==> config.mk <==
export PLATFORM = sky130hd
export DESIGN_NAME = icache_bypass
export DESIGN_NICKNAME = d
export VERILOG_FILES = /design/src/icache_bypass_pkg.sv /design/src/bypass_port_ctrl.sv /design/src/bypass_req_arbiter.sv /design/src/bypass_order_fifo.sv /design/src/bypass_rsp_steer.sv /design/src/icache_bypass.sv
export SDC_FILE = /design/constraint.sdc
export NUM_CORES = 1
export LEC_CHECK = 0
export ABC_CLOCK_PERIOD_IN_PS = 5000
export BUFFER_PORTS_ARGS = -buffer_cell sky130_fd_sc_hd__buf_2
export CORE_AREA = 2 2 117 119
export DETAILED_ROUTE_END_ITERATION = 8
export DIE_AREA = 0 0 119 121
export PLACE_DENSITY = 0.73
export SLEW_MARGIN = 20
export SYNTH_ARGS = -nofsm -noshare
export SYNTH_HDL_FRONTEND = slang
export SYNTH_SLANG_ARGS = --single-unit
==> constraint.sdc <==
create_clock -name clk_i -period 5 [get_ports clk_i]
set_input_delay 0.5 -clock clk_i [delete_from_list [all_inputs] [get_ports clk_i]]
set_output_delay 0.5 -clock clk_i [all_outputs]
set_load 0.05 [all_outputs]
==> src/icache_bypass_pkg.sv <==
/*
 * Instruction cache bypass fetch path, shared definitions.
 * Widths, port count, order FIFO depth, vector types and the
 * per-port fetch state encoding.
 */
`default_nettype none

package icache_bypass_pkg;

  localparam int NR_FETCH_PORTS = 2;
  localparam int FETCH_AW       = 32;
  localparam int FETCH_DW       = 32;
  localparam int LINE_WIDTH     = 128;
  localparam int FETCH_ALIGN    = 2;
  localparam int LINE_ALIGN     = 4;
  localparam int ORDER_DEPTH    = 4;

  // Derived index widths
  localparam int PORT_IW  = $clog2(NR_FETCH_PORTS);
  localparam int ORDER_PW = $clog2(ORDER_DEPTH);
  localparam int WORD_SW  = LINE_ALIGN - FETCH_ALIGN;

  typedef logic [FETCH_AW-1:0]       fetch_addr_t;
  typedef logic [FETCH_DW-1:0]       fetch_data_t;
  typedef logic [LINE_WIDTH-1:0]     line_data_t;
  typedef logic [NR_FETCH_PORTS-1:0] port_mask_t;

  // One fetch from acceptance to its single presentation cycle
  typedef enum logic [1:0] {
    IDLE,
    REQUEST,
    WAIT_RSP,
    PRESENT
  } port_state_e;

endpackage

`default_nettype wire

==> src/bypass_port_ctrl.sv <==
/*
 * Bypass fetch port controller.
 * Accepts one fetch, requests a refill while order space is free,
 * waits for the steered response and presents it for one cycle.
 */
`timescale 1ns/1ps
`default_nettype none

module bypass_port_ctrl
  import icache_bypass_pkg::*;
(
  input  logic clk_i,
  input  logic reset_i,
  input  logic fetch_valid_i,
  input  logic order_full_i,
  input  logic grant_i,
  input  logic rsp_hit_i,
  output logic req_o,
  output logic fetch_ready_o
);

  port_state_e state_q, state_d;

  always_comb begin
    state_d = state_q;
    unique case (state_q)
      IDLE: begin
        if (fetch_valid_i) begin
          state_d = REQUEST;
        end
      end
      REQUEST: begin
        if (grant_i) begin
          state_d = WAIT_RSP;
        end
      end
      WAIT_RSP: begin
        if (rsp_hit_i) begin
          state_d = PRESENT;
        end
      end
      // The result sits in the steering register for exactly this cycle
      PRESENT: state_d = IDLE;
      default: state_d = IDLE;
    endcase
  end

  always_ff @(posedge clk_i) begin
    if (reset_i) begin
      state_q <= IDLE;
    end else begin
      state_q <= state_d;
    end
  end

  // Only ask while an owner slot is free, so every granted refill gets recorded
  assign req_o         = (state_q == REQUEST) && !order_full_i;
  assign fetch_ready_o = (state_q == PRESENT);

  // A steered response must belong to a refill this port is waiting on
  a_hit_in_wait: assert property (@(posedge clk_i) disable iff (reset_i)
    rsp_hit_i |-> state_q == WAIT_RSP);

endmodule

`default_nettype wire

==> src/bypass_req_arbiter.sv <==
/*
 * Round-robin refill request arbiter.
 * Aligns the winning address to a line and keeps the choice fixed
 * while the refill port stalls the request.
 */
`timescale 1ns/1ps
`default_nettype none

module bypass_req_arbiter
  import icache_bypass_pkg::*;
(
  input  logic                              clk_i,
  input  logic                              reset_i,
  input  port_mask_t                        req_i,
  input  fetch_addr_t [NR_FETCH_PORTS-1:0]  fetch_addr_i,
  output port_mask_t                        grant_o,
  output fetch_addr_t                       refill_req_addr_o,
  output logic                              refill_req_valid_o,
  input  logic                              refill_req_ready_i
);

  logic [PORT_IW-1:0] rr_q;
  logic [PORT_IW-1:0] lock_idx_q;
  logic [PORT_IW-1:0] pick;
  logic [PORT_IW-1:0] cand;
  logic [PORT_IW-1:0] sel;
  logic               lock_q;
  logic               found;
  logic               xfer;

  // Search from the round-robin pointer for the first requesting port
  always_comb begin
    pick  = rr_q;
    cand  = rr_q;
    found = 1'b0;
    for (int k = 0; k < NR_FETCH_PORTS; k++) begin
      cand = PORT_IW'((int'(rr_q) + k) % NR_FETCH_PORTS);
      if (!found && req_i[cand]) begin
        pick  = cand;
        found = 1'b1;
      end
    end
  end

  assign sel                = lock_q ? lock_idx_q : pick;
  assign refill_req_valid_o = lock_q ? req_i[lock_idx_q] : found;
  assign refill_req_addr_o  = {fetch_addr_i[sel][FETCH_AW-1:LINE_ALIGN], {LINE_ALIGN{1'b0}}};
  assign xfer               = refill_req_valid_o && refill_req_ready_i;

  always_comb begin
    grant_o = '0;
    if (xfer) begin
      grant_o[sel] = 1'b1;
    end
  end

  always_ff @(posedge clk_i) begin
    if (reset_i) begin
      rr_q       <= '0;
      lock_q     <= 1'b0;
      lock_idx_q <= '0;
    end else if (xfer) begin
      lock_q <= 1'b0;
      rr_q   <= (sel == PORT_IW'(NR_FETCH_PORTS - 1)) ? '0 : sel + 1'b1;
    end else if (refill_req_valid_o) begin
      // Stalled, so hold this port until the refill port takes it
      lock_q     <= 1'b1;
      lock_idx_q <= sel;
    end
  end

  // Relies on the requester holding its address until the fetch completes
  a_addr_stable: assert property (@(posedge clk_i) disable iff (reset_i)
    refill_req_valid_o && !refill_req_ready_i
      |=> refill_req_valid_o && $stable(refill_req_addr_o));

endmodule

`default_nettype wire

==> src/bypass_order_fifo.sv <==
/*
 * Refill order FIFO.
 * Holds the one-hot owner mask of every outstanding refill in
 * request order, so responses can be steered back.
 */
`timescale 1ns/1ps
`default_nettype none

module bypass_order_fifo
  import icache_bypass_pkg::*;
(
  input  logic       clk_i,
  input  logic       reset_i,
  input  port_mask_t push_mask_i,
  input  logic       pop_i,
  output port_mask_t head_mask_o,
  output logic       full_o,
  output logic       empty_o
);

  port_mask_t          mem_q [ORDER_DEPTH];
  logic [ORDER_PW-1:0] wptr_q;
  logic [ORDER_PW-1:0] rptr_q;
  logic [ORDER_PW:0]   count_q;
  logic                push;

  // Any granted port is an outstanding refill
  assign push = |push_mask_i;

  always_ff @(posedge clk_i) begin
    if (push) begin
      mem_q[wptr_q] <= push_mask_i;
    end
  end

  always_ff @(posedge clk_i) begin
    if (reset_i) begin
      wptr_q  <= '0;
      rptr_q  <= '0;
      count_q <= '0;
    end else begin
      if (push) begin
        wptr_q <= wptr_q + 1'b1;
      end
      if (pop_i) begin
        rptr_q <= rptr_q + 1'b1;
      end
      unique case ({push, pop_i})
        2'b10:   count_q <= count_q + 1'b1;
        2'b01:   count_q <= count_q - 1'b1;
        default: count_q <= count_q;
      endcase
    end
  end

  assign head_mask_o = mem_q[rptr_q];
  assign full_o      = (count_q == (ORDER_PW + 1)'(ORDER_DEPTH));
  assign empty_o     = (count_q == '0);

  a_no_push_full: assert property (@(posedge clk_i) disable iff (reset_i)
    push |-> !full_o);

  a_no_pop_empty: assert property (@(posedge clk_i) disable iff (reset_i)
    pop_i |-> !empty_o);

endmodule

`default_nettype wire

==> src/bypass_rsp_steer.sv <==
/*
 * Refill response steering.
 * Routes each refill line to the port at the head of the order FIFO
 * and registers the addressed word and its error flag for that port.
 */
`timescale 1ns/1ps
`default_nettype none

module bypass_rsp_steer
  import icache_bypass_pkg::*;
(
  input  logic                              clk_i,
  input  logic                              reset_i,
  input  port_mask_t                        head_mask_i,
  input  logic                              order_empty_i,
  input  fetch_addr_t [NR_FETCH_PORTS-1:0]  fetch_addr_i,
  input  line_data_t                        refill_rsp_data_i,
  input  logic                              refill_rsp_error_i,
  input  logic                              refill_rsp_valid_i,
  output logic                              refill_rsp_ready_o,
  output logic                              pop_o,
  output port_mask_t                        rsp_hit_o,
  output fetch_data_t [NR_FETCH_PORTS-1:0]  inst_data_o,
  output port_mask_t                        inst_error_o
);

  logic [WORD_SW-1:0] word_sel [NR_FETCH_PORTS];
  logic               xfer;

  // A response can only be taken when its owner is known
  assign refill_rsp_ready_o = !order_empty_i;
  assign xfer               = refill_rsp_valid_i && refill_rsp_ready_o;
  assign pop_o              = xfer;
  assign rsp_hit_o          = xfer ? head_mask_i : '0;

  always_comb begin
    for (int p = 0; p < NR_FETCH_PORTS; p++) begin
      word_sel[p] = fetch_addr_i[p][LINE_ALIGN-1:FETCH_ALIGN];
    end
  end

  // Each port keeps its last result until the next hit overwrites it
  always_ff @(posedge clk_i) begin
    for (int p = 0; p < NR_FETCH_PORTS; p++) begin
      if (rsp_hit_o[p]) begin
        inst_data_o[p]  <= refill_rsp_data_i[word_sel[p]*FETCH_DW +: FETCH_DW];
        inst_error_o[p] <= refill_rsp_error_i;
      end
    end
  end

  // Every recorded owner came from a one-hot arbiter grant
  a_head_onehot: assert property (@(posedge clk_i) disable iff (reset_i)
    !order_empty_i |-> $onehot(head_mask_i));

endmodule

`default_nettype wire

==> src/icache_bypass.sv <==
/*
 * Uncached instruction fetch path, top level.
 * Per-port controllers and a round-robin arbiter issue line refills,
 * an order FIFO records owners and the steering returns the words.
 */
`timescale 1ns/1ps
`default_nettype none

module icache_bypass
  import icache_bypass_pkg::*;
(
  input  logic                              clk_i,
  input  logic                              reset_i,

  input  fetch_addr_t [NR_FETCH_PORTS-1:0]  inst_addr_i,
  input  port_mask_t                        inst_valid_i,
  output port_mask_t                        inst_ready_o,
  output fetch_data_t [NR_FETCH_PORTS-1:0]  inst_data_o,
  output port_mask_t                        inst_error_o,

  output fetch_addr_t                       refill_req_addr_o,
  output logic                              refill_req_valid_o,
  input  logic                              refill_req_ready_i,

  input  line_data_t                        refill_rsp_data_i,
  input  logic                              refill_rsp_error_i,
  input  logic                              refill_rsp_valid_i,
  output logic                              refill_rsp_ready_o
);

  port_mask_t req;
  port_mask_t grant;
  port_mask_t rsp_hit;
  port_mask_t head_mask;
  logic       order_full;
  logic       order_empty;
  logic       pop;

  for (genvar p = 0; p < NR_FETCH_PORTS; p++) begin : gen_port
    bypass_port_ctrl u_port_ctrl (
      .clk_i         (clk_i),
      .reset_i       (reset_i),
      .fetch_valid_i (inst_valid_i[p]),
      .order_full_i  (order_full),
      .grant_i       (grant[p]),
      .rsp_hit_i     (rsp_hit[p]),
      .req_o         (req[p]),
      .fetch_ready_o (inst_ready_o[p])
    );
  end

  bypass_req_arbiter u_req_arbiter (
    .clk_i              (clk_i),
    .reset_i            (reset_i),
    .req_i              (req),
    .fetch_addr_i       (inst_addr_i),
    .grant_o            (grant),
    .refill_req_addr_o  (refill_req_addr_o),
    .refill_req_valid_o (refill_req_valid_o),
    .refill_req_ready_i (refill_req_ready_i)
  );

  // The grant of an accepted refill doubles as its owner record
  bypass_order_fifo u_order_fifo (
    .clk_i       (clk_i),
    .reset_i     (reset_i),
    .push_mask_i (grant),
    .pop_i       (pop),
    .head_mask_o (head_mask),
    .full_o      (order_full),
    .empty_o     (order_empty)
  );

  bypass_rsp_steer u_rsp_steer (
    .clk_i              (clk_i),
    .reset_i            (reset_i),
    .head_mask_i        (head_mask),
    .order_empty_i      (order_empty),
    .fetch_addr_i       (inst_addr_i),
    .refill_rsp_data_i  (refill_rsp_data_i),
    .refill_rsp_error_i (refill_rsp_error_i),
    .refill_rsp_valid_i (refill_rsp_valid_i),
    .refill_rsp_ready_o (refill_rsp_ready_o),
    .pop_o              (pop),
    .rsp_hit_o          (rsp_hit),
    .inst_data_o        (inst_data_o),
    .inst_error_o       (inst_error_o)
  );

endmodule

`default_nettype wire

Word level (Yosys, flattened, before mapping)
Memories as Yosys holds them, arrays and structs flattened. A register that Yosys moved wholly into a read port is not among the register bits.
Index checks and enable logic that the tools add are counted.
{"block": "classes", "eq_ne": 15, "n_bitwise": 1, "shifts": 2, "n_reduce_logical": 18, "order_cmp": 5, "muxes": 31, "addsub": 6}
{"op": "indexed part select 128 x 8 -> 32 bit", "count": 2}
{"op": "2-to-1 mux 32 bit", "count": 2}
{"op": "2-to-1 mux 2 bit", "count": 10}
{"op": "case mux 2 bit (4 select lines)", "count": 2}
{"op": "2-to-1 mux 1 bit", "count": 15}
{"op": "== test 2 bit, second input constant", "count": 5}
{"op": "< comparator 1 x 2 -> 1 bit, second input constant", "count": 4}
{"op": "!= test 2 bit, second input constant", "count": 4}
{"op": "== test 2 x 1 -> 1 bit, second input constant", "count": 3}
{"op": "logical AND 1 bit", "count": 6}
{"op": "case mux 3 bit (2 select lines)", "count": 1}
{"op": "AND reduction 3 bit", "count": 2}
{"op": "adder 2 x 1 -> 2 bit, second input constant", "count": 2}
{"op": "zero test 2 bit", "count": 2}
{"op": "!= test 2 x 1 -> 1 bit, second input constant", "count": 2}
{"op": "OR reduction 2 bit", "count": 2}
{"op": "adder 3 x 1 -> 3 bit, second input constant", "count": 1}
{"op": "== test 3 bit, second input constant", "count": 1}
{"op": "zero test 1 bit", "count": 3}
{"op": "zero test 3 bit", "count": 1}
{"op": "subtractor 3 x 1 -> 3 bit, second input constant", "count": 1}
{"op": "adder 1 bit, second input constant", "count": 2}
{"op": "AND reduction 2 bit", "count": 1}
{"op": "nonzero test 2 bit", "count": 1}
{"op": "other kinds (3)", "count": 3}
{"block": "word_totals", "mem_count": 1, "in_bits": 199, "ramBits": 8, "ff_bits": 80}
{"memory": "u_order_fifo.mem_q", "words": 4, "width": 2, "rd": 1, "rd_clocked_by_memory_dff": 1, "wr": 1, "line": "bypass_order_fifo.sv:21", "source": "port_mask_t mem_q [ORDER_DEPTH];"}

Depth between registers and ports, before layout
{"block": "logic_depth", "word_depth": 18, "depth_mapped": 11, "depth_no_buf": 10}

Modules after synthesis
Synthesis repeated with hierarchy kept, for this count alone.
{"block": "unflattened", "cells_unflattened": 302, "area_unflattened_um2": 5313.8}
{"mod": "bypass_rsp_steer", "cells_each": 148, "area_each_um2": 3638.5, "n_inst": 1}
{"mod": "bypass_order_fifo", "cells_each": 58, "area_each_um2": 721.9, "n_inst": 1}
{"mod": "bypass_req_arbiter", "cells_each": 58, "area_each_um2": 583.1, "n_inst": 1}
{"mod": "bypass_port_ctrl", "cells_each": 19, "area_each_um2": 185.2, "n_inst": 2}

Worst setup path before layout
No wires, ideal clock.
{"block": "synth_path", "kind": "register to register", "startpoint": "register gen_port[0].u_port_ctrl.state_q[1]", "endpoint": "register u_order_fifo.count_q[2]", "t_arrival_ns": 2.489, "path_slack_ns": 2.441, "stages_incl_launch_ff": 12, "synth_period_minus_slack_ns": 2.559, "t_required_ns": 4.929, "path_cell_list": "dfxtp_1 > inv_1 > ha_1 > mux2i_1 > a2111o_1 > clkbuf_1 > ha_1 > inv_1 > fa_1 > xor2_1 > or3_1 > a21oi_1"}
{"block": "synth_via", "elab_chain_len": 17}
{"item": "from (decl)", "line": "bypass_port_ctrl.sv:22", "source": "port_state_e state_q, state_d;"}
{"item": "from (signal assigned)", "line": "bypass_port_ctrl.sv:52", "source": "state_q <= state_d;"}
{"item": "== test 2 x 1 -> 1 bit (*)", "line": "bypass_port_ctrl.sv:57", "source": "assign req_o = (state_q == REQUEST) && !order_full_i;"}
{"item": "logical AND 1 bit (*)", "line": "bypass_port_ctrl.sv:57"}
{"item": "2-to-1 mux 1 bit (not written as such) (2 in series)", "line": "bypass_req_arbiter.sv:38", "source": "if (!found && req_i[cand]) begin"}
{"item": "2-to-1 mux 1 bit", "line": "bypass_req_arbiter.sv:38"}
{"item": "zero test 1 bit", "line": "bypass_req_arbiter.sv:38"}
{"item": "logical AND 1 bit", "line": "bypass_req_arbiter.sv:38"}
{"item": "2-to-1 mux 1 bit", "line": "bypass_req_arbiter.sv:38"}
{"item": "2-to-1 mux 1 bit", "line": "bypass_req_arbiter.sv:45", "source": "assign sel = lock_q ? lock_idx_q : pick;"}
{"item": "< comparator 1 x 2 -> 1 bit (not written as such) or >= comparator 1 bit (tied branches)", "line": "bypass_req_arbiter.sv:53", "source": "grant_o[sel] = 1'b1;"}
{"item": "logical AND 1 bit (not written as such)", "line": "bypass_req_arbiter.sv:53"}
{"item": "2-to-1 mux 1 bit (not written as such)", "line": "bypass_req_arbiter.sv:53"}
{"item": "demux 1 bit (select 1 bit)"}
{"item": "2-to-1 mux 2 bit (*)", "line": "bypass_req_arbiter.sv:52", "source": "if (xfer) begin"}
{"item": "OR reduction 2 bit (*)", "line": "bypass_order_fifo.sv:28", "source": "assign push = |push_mask_i;"}
{"item": "== test 2 x 1 -> 1 bit or == test 2 bit (tied branches)", "line": "bypass_order_fifo.sv:48", "source": "unique case ({push, pop_i})"}
{"item": "case mux 3 bit (2 select lines) or nonzero test 2 bit (tied branches)"}
{"item": "to (signal assigned)", "line": "bypass_order_fifo.sv:49", "source": "2'b10: count_q <= count_q + 1'b1;"}
{"item": "to (signal assigned)", "line": "bypass_order_fifo.sv:50", "source": "2'b01: count_q <= count_q - 1'b1;"}
{"item": "to (signal assigned)", "line": "bypass_order_fifo.sv:51", "source": "default: count_q <= count_q;"}
{"item": "to (decl)", "line": "bypass_order_fifo.sv:24", "source": "logic [ORDER_PW:0] count_q;"}
Mark *: on every way between the ends. The rest lies on a longest branch, timed or not. The select of a mux whose other input is x is not followed.
A chain may end at the register's enable or synchronous reset.

Final worst setup path
{"block": "layout_path", "startpoint": "register gen_port[0].u_port_ctrl.state_q[1]", "endpoint": "output port refill_req_addr_o[30]"}
{"block": "layout_via", "elab_chain_len": 11}
{"item": "== test 2 x 1 -> 1 bit (*)", "line": "bypass_port_ctrl.sv:57"}
{"item": "logical AND 1 bit (*)", "line": "bypass_port_ctrl.sv:57"}
{"item": "2-to-1 mux 1 bit (not written as such) (2 in series)", "line": "bypass_req_arbiter.sv:38"}
{"item": "2-to-1 mux 1 bit", "line": "bypass_req_arbiter.sv:38"}
{"item": "zero test 1 bit", "line": "bypass_req_arbiter.sv:38"}
{"item": "logical AND 1 bit (*)", "line": "bypass_req_arbiter.sv:38"}
{"item": "2-to-1 mux 1 bit (*)", "line": "bypass_req_arbiter.sv:38"}
{"item": "2-to-1 mux 1 bit (*)", "line": "bypass_req_arbiter.sv:45"}
{"item": "2-to-1 mux 32 bit (not written as such) (*) (2 in series)", "line": "bypass_req_arbiter.sv:47", "source": "assign refill_req_addr_o = {fetch_addr_i[sel][FETCH_AW-1:LINE_ALIGN], {LINE_ALIGN{1'b0}}};"}
{"item": "to (decl)", "line": "icache_bypass.sv:21", "source": "output fetch_addr_t refill_req_addr_o,"}
Marks and branches as above.

==> flow_metrics.env <==
export IMPL_synthesis_yosys_warnings=0
export IMPL_dieHeight_um=121
export IMPL_final_hold_viol_count=0
export IMPL_worst_hold_path_type="primary input to register"
export IMPL_endpoint="refill_req_addr_o[30]"
export IMPL_slew_headroom=0.430
export IMPL_cts_root_buffer="sky130_fd_sc_hd__clkbuf_16"
export IMPL_wire_per_inst_um=18.9
export IMPL_layout_common_cells="sky130_fd_sc_hd__buf_2 (290), sky130_fd_sc_hd__edfxtp_1 (74), sky130_fd_sc_hd__mux4_2 (66), sky130_fd_sc_hd__mux2_2 (28), sky130_fd_sc_hd__dfxtp_1 (16)"
export IMPL_worst_path_max_stage_delay_ps=390
export IMPL_routed_via_count=4043
export IMPL_vias_in_the_first_global_route=4291
export IMPL_start_util=0.394
export IMPL_timing_critical_path_arrival_ps=2730
export IMPL_number_of_flops_mapped_to_enable_cells_by_yosys=74
export IMPL_timing_setup_tns_ps=0
export IMPL_timing_max_transition_violations_final=0
export IMPL_syn_area_per_cell_um2=16.9
export IMPL_critical_r2r_capture="u_order_fifo.count_q[2]"
export IMPL_totalWireLength_mm=14.6
export IMPL_cts_buffers=9
export IMPL_layout_fillers=1120
export IMPL_power_leakage_uw=0.00300
export IMPL_layout_commonest_cell="sky130_fd_sc_hd__buf_2"
export IMPL_critical_path_cell_chain="inv_1 -> ha_1 -> nor2b_1 -> or3_1 -> o21ai_2 -> buf_4 -> mux2_2 -> buf_2"
export IMPL_cts_repair_timing_setup_buffer_count=0
export IMPL_worst_r2r_path_depth=10
export IMPL_post_layout_total_power_uw=3370
export IMPL_cts_sink_count=90
export IMPL_gr_usage_met3=0.0738
export IMPL_placement_rows=42
export IMPL_clkSlewWorstSetupHoldPaths_ps=70
export IMPL_maximum_number_of_pins_on_one_net_before_global_route_repair=34
export IMPL_place_detailed_hpwl_mm=11.3
export IMPL_max_cap_violations=0
export IMPL_grt_setup_unrepaired="no"
export IMPL_groute_layer_met1_usage=0.211
export IMPL_worst_skew_pair_late_latency_ps=350
export IMPL_grt_use_met2=0.369
export IMPL_worst_setup_start_kind="register"
export IMPL_finish_net_count=802
export IMPL_total_grt_overflow=0
export IMPL_yosys_most_used_dff="sky130_fd_sc_hd__edfxtp_1"
export IMPL_num_antenna_cells=0
export IMPL_synth_to_final_area_change_pct=37.1
export IMPL_setup_violations_final=0
export IMPL_ys_async_rst_share=0
export IMPL_fin_skew_ps=11.0
export IMPL_highest_attainable_clock_frequency_mhz=310
export IMPL_worstSetupEndpointType="primary output"
export IMPL_initial_detailed_routing_violation_count=149
export IMPL_outcome="completed"
export IMPL_netlist_area_um2=5160
export IMPL_global_route_wire_length_before_repair_mm=21.8
export IMPL_grt_util_all_layers=0.203
export IMPL_worst_setup_path_type="register to primary output"
export IMPL_dr_pass1_iters=4
export IMPL_core_footprint_um2=13100
export IMPL_cts_path_max_buffers=2
export IMPL_rrSetupSlack_ps=2210
export IMPL_antenna_found_initial=1
export IMPL_critical_path_required_ps=4500
export IMPL_actual_slew_at_the_worst_max_slew_pin_ps=855
export IMPL_post_route_period_util=0.646
export IMPL_power_density_nw_per_um2=477
export IMPL_cts_resized=0
export IMPL_cp_max_fo=30
export IMPL_hold_path_startpoint="refill_rsp_error_i"
export IMPL_globalRoute_busiestLayer="met2"
export IMPL_register_area_share_after_synthesis=0.493
export IMPL_ant_nets=0
export IMPL_finalWeightedCongestion=0.803
export IMPL_tritoncts="built"
export IMPL_timing_critical_path_from="gen_port[0].u_port_ctrl.state_q[1]"
export IMPL_ios=301
export IMPL_route_detailed_drc=0
export IMPL_regArea_um2=2540
export IMPL_portBuffers=292
export IMPL_multi_input_comb_area_um2=2440
export IMPL_irDropWorstVdd_mv=0.244
export IMPL_die_span_in_x_um=119
export IMPL_drt_vias_per_instance=5.25
export IMPL_final_layout_size_suffix_gt1_frac=0.689
export IMPL_synth_distinct_cells=36
export IMPL_finalWorstPathRequiredPeriod_ps=3230
export IMPL_die_area_um2=14400
export IMPL_htree_levels=3
export IMPL_reg2reg_from="gen_port[0].u_port_ctrl.state_q[1]"
export IMPL_synth_cells=306
export IMPL_hold_buffers_post_cts=0
export IMPL_worst_path_max_delay_cell="sky130_fd_sc_hd__dfxtp_1"
export IMPL_synth_seq_cells=90
[sequential cells by signal, summed over array words and instances (netlist names), named ones only]
name                          count
u_order_fifo.count_q              3
u_order_fifo.wptr_q               2
gen_port.u_port_ctrl.state_q      4
u_rsp_steer.inst_error_o          2
u_req_arbiter.lock_idx_q          1
u_req_arbiter.rr_q                1
u_order_fifo.mem_q                8
u_order_fifo.rptr_q               2
u_rsp_steer.inst_data_o          64
u_req_arbiter.lock_q              1
[synth_stat cells, types with 6 or more instances]
cell type,n,area (um^2)
sky130_fd_sc_hd__buf_2,9,45.0
sky130_fd_sc_hd__ha_1,13,163
sky130_fd_sc_hd__buf_4,6,45.0
sky130_fd_sc_hd__nor2_1,12,45.0
sky130_fd_sc_hd__inv_1,15,56.3
sky130_fd_sc_hd__mux4_2,66,1490
sky130_fd_sc_hd__nand2_1,12,45.0
sky130_fd_sc_hd__mux2_2,28,315
sky130_fd_sc_hd__edfxtp_1,74,2220
sky130_fd_sc_hd__clkbuf_1,8,30.0
sky130_fd_sc_hd__dfxtp_1,16,320
[worst max-delay path, delay by kind of cell (launching register included)]
| kind | cells | cell delay, ps |
|---|---|---|
| mux | 1 | 390 |
| compound gates | 1 | 140 |
| fa+ha+maj | 1 | 260 |
| flops | 1 | 390 |
| simple gates | 2 | 540 |
| buf+inv | 3 | 640 |
[power breakdown]
group          switching (uW)  internal (uW)  leakage [uW]
clock network             292            440      0.000153
logic                    1080            526       0.00204
registers                65.7            966      0.000805
[kinds of logic after synthesis]
kind of cell	synth area share
multiplexers	0.357
XOR/XNOR	0.00849
flip-flops	0.493
AO/OA/AOI/OAI	0.0313
adder cells (fa/ha/maj)	0.0354
AND/OR/NAND/NOR	0.0374
buffers and inverters	0.0364
other	0.000727
[layer usage]
metal / wire, um / up-vias
li1: - / 1804
met1: 4950 / 2016
met2: 7910 / 201
met3: 1390 / 22
met4: 310 / 0
met5: 0 / -
[per-stage QoR]
stage | utilization | hold WS [ps] | setup slack, ps | cell area, um^2 | cells
final | 0.540 | 343 | 1770 | 7070 | 770
after global placement | 0.515 | 476 | 2250 | 6740 | 754
after floorplan | - | 468 | 2440 | 5170 | 309
after CTS | 0.540 | 331 | 1760 | 7060 | 770
after global routing | 0.540 | 344 | 1650 | 7070 | 770
after detailed placement | 0.515 | 486 | 2150 | 6740 | 754
[cell type report]
class                      count  area share
multi-input combinational    178       0.345
inverter                      15     0.00797
tap                          176      0.0312
sequential                    90       0.360
clock buffer                  10      0.0324
timing repair buffer         295       0.211
clock inverter                 6      0.0127
[how the worst min path moves through the flow]
stage | end | slack (ps) | cells after the start
floorplan | gen_port[1].u_port_ctrl.state_q[1] | 470 | 2
global placement | u_order_fifo.wptr_q[1] | 480 | 2
detailed placement | u_order_fifo.wptr_q[1] | 490 | 2
finish | u_rsp_steer.inst_error_o[0] | 340 | 1
CTS | u_rsp_steer.inst_error_o[0] | 330 | 1
global route | u_rsp_steer.inst_error_o[1] | 340 | 1
Power figures use the tool's default switching activity.
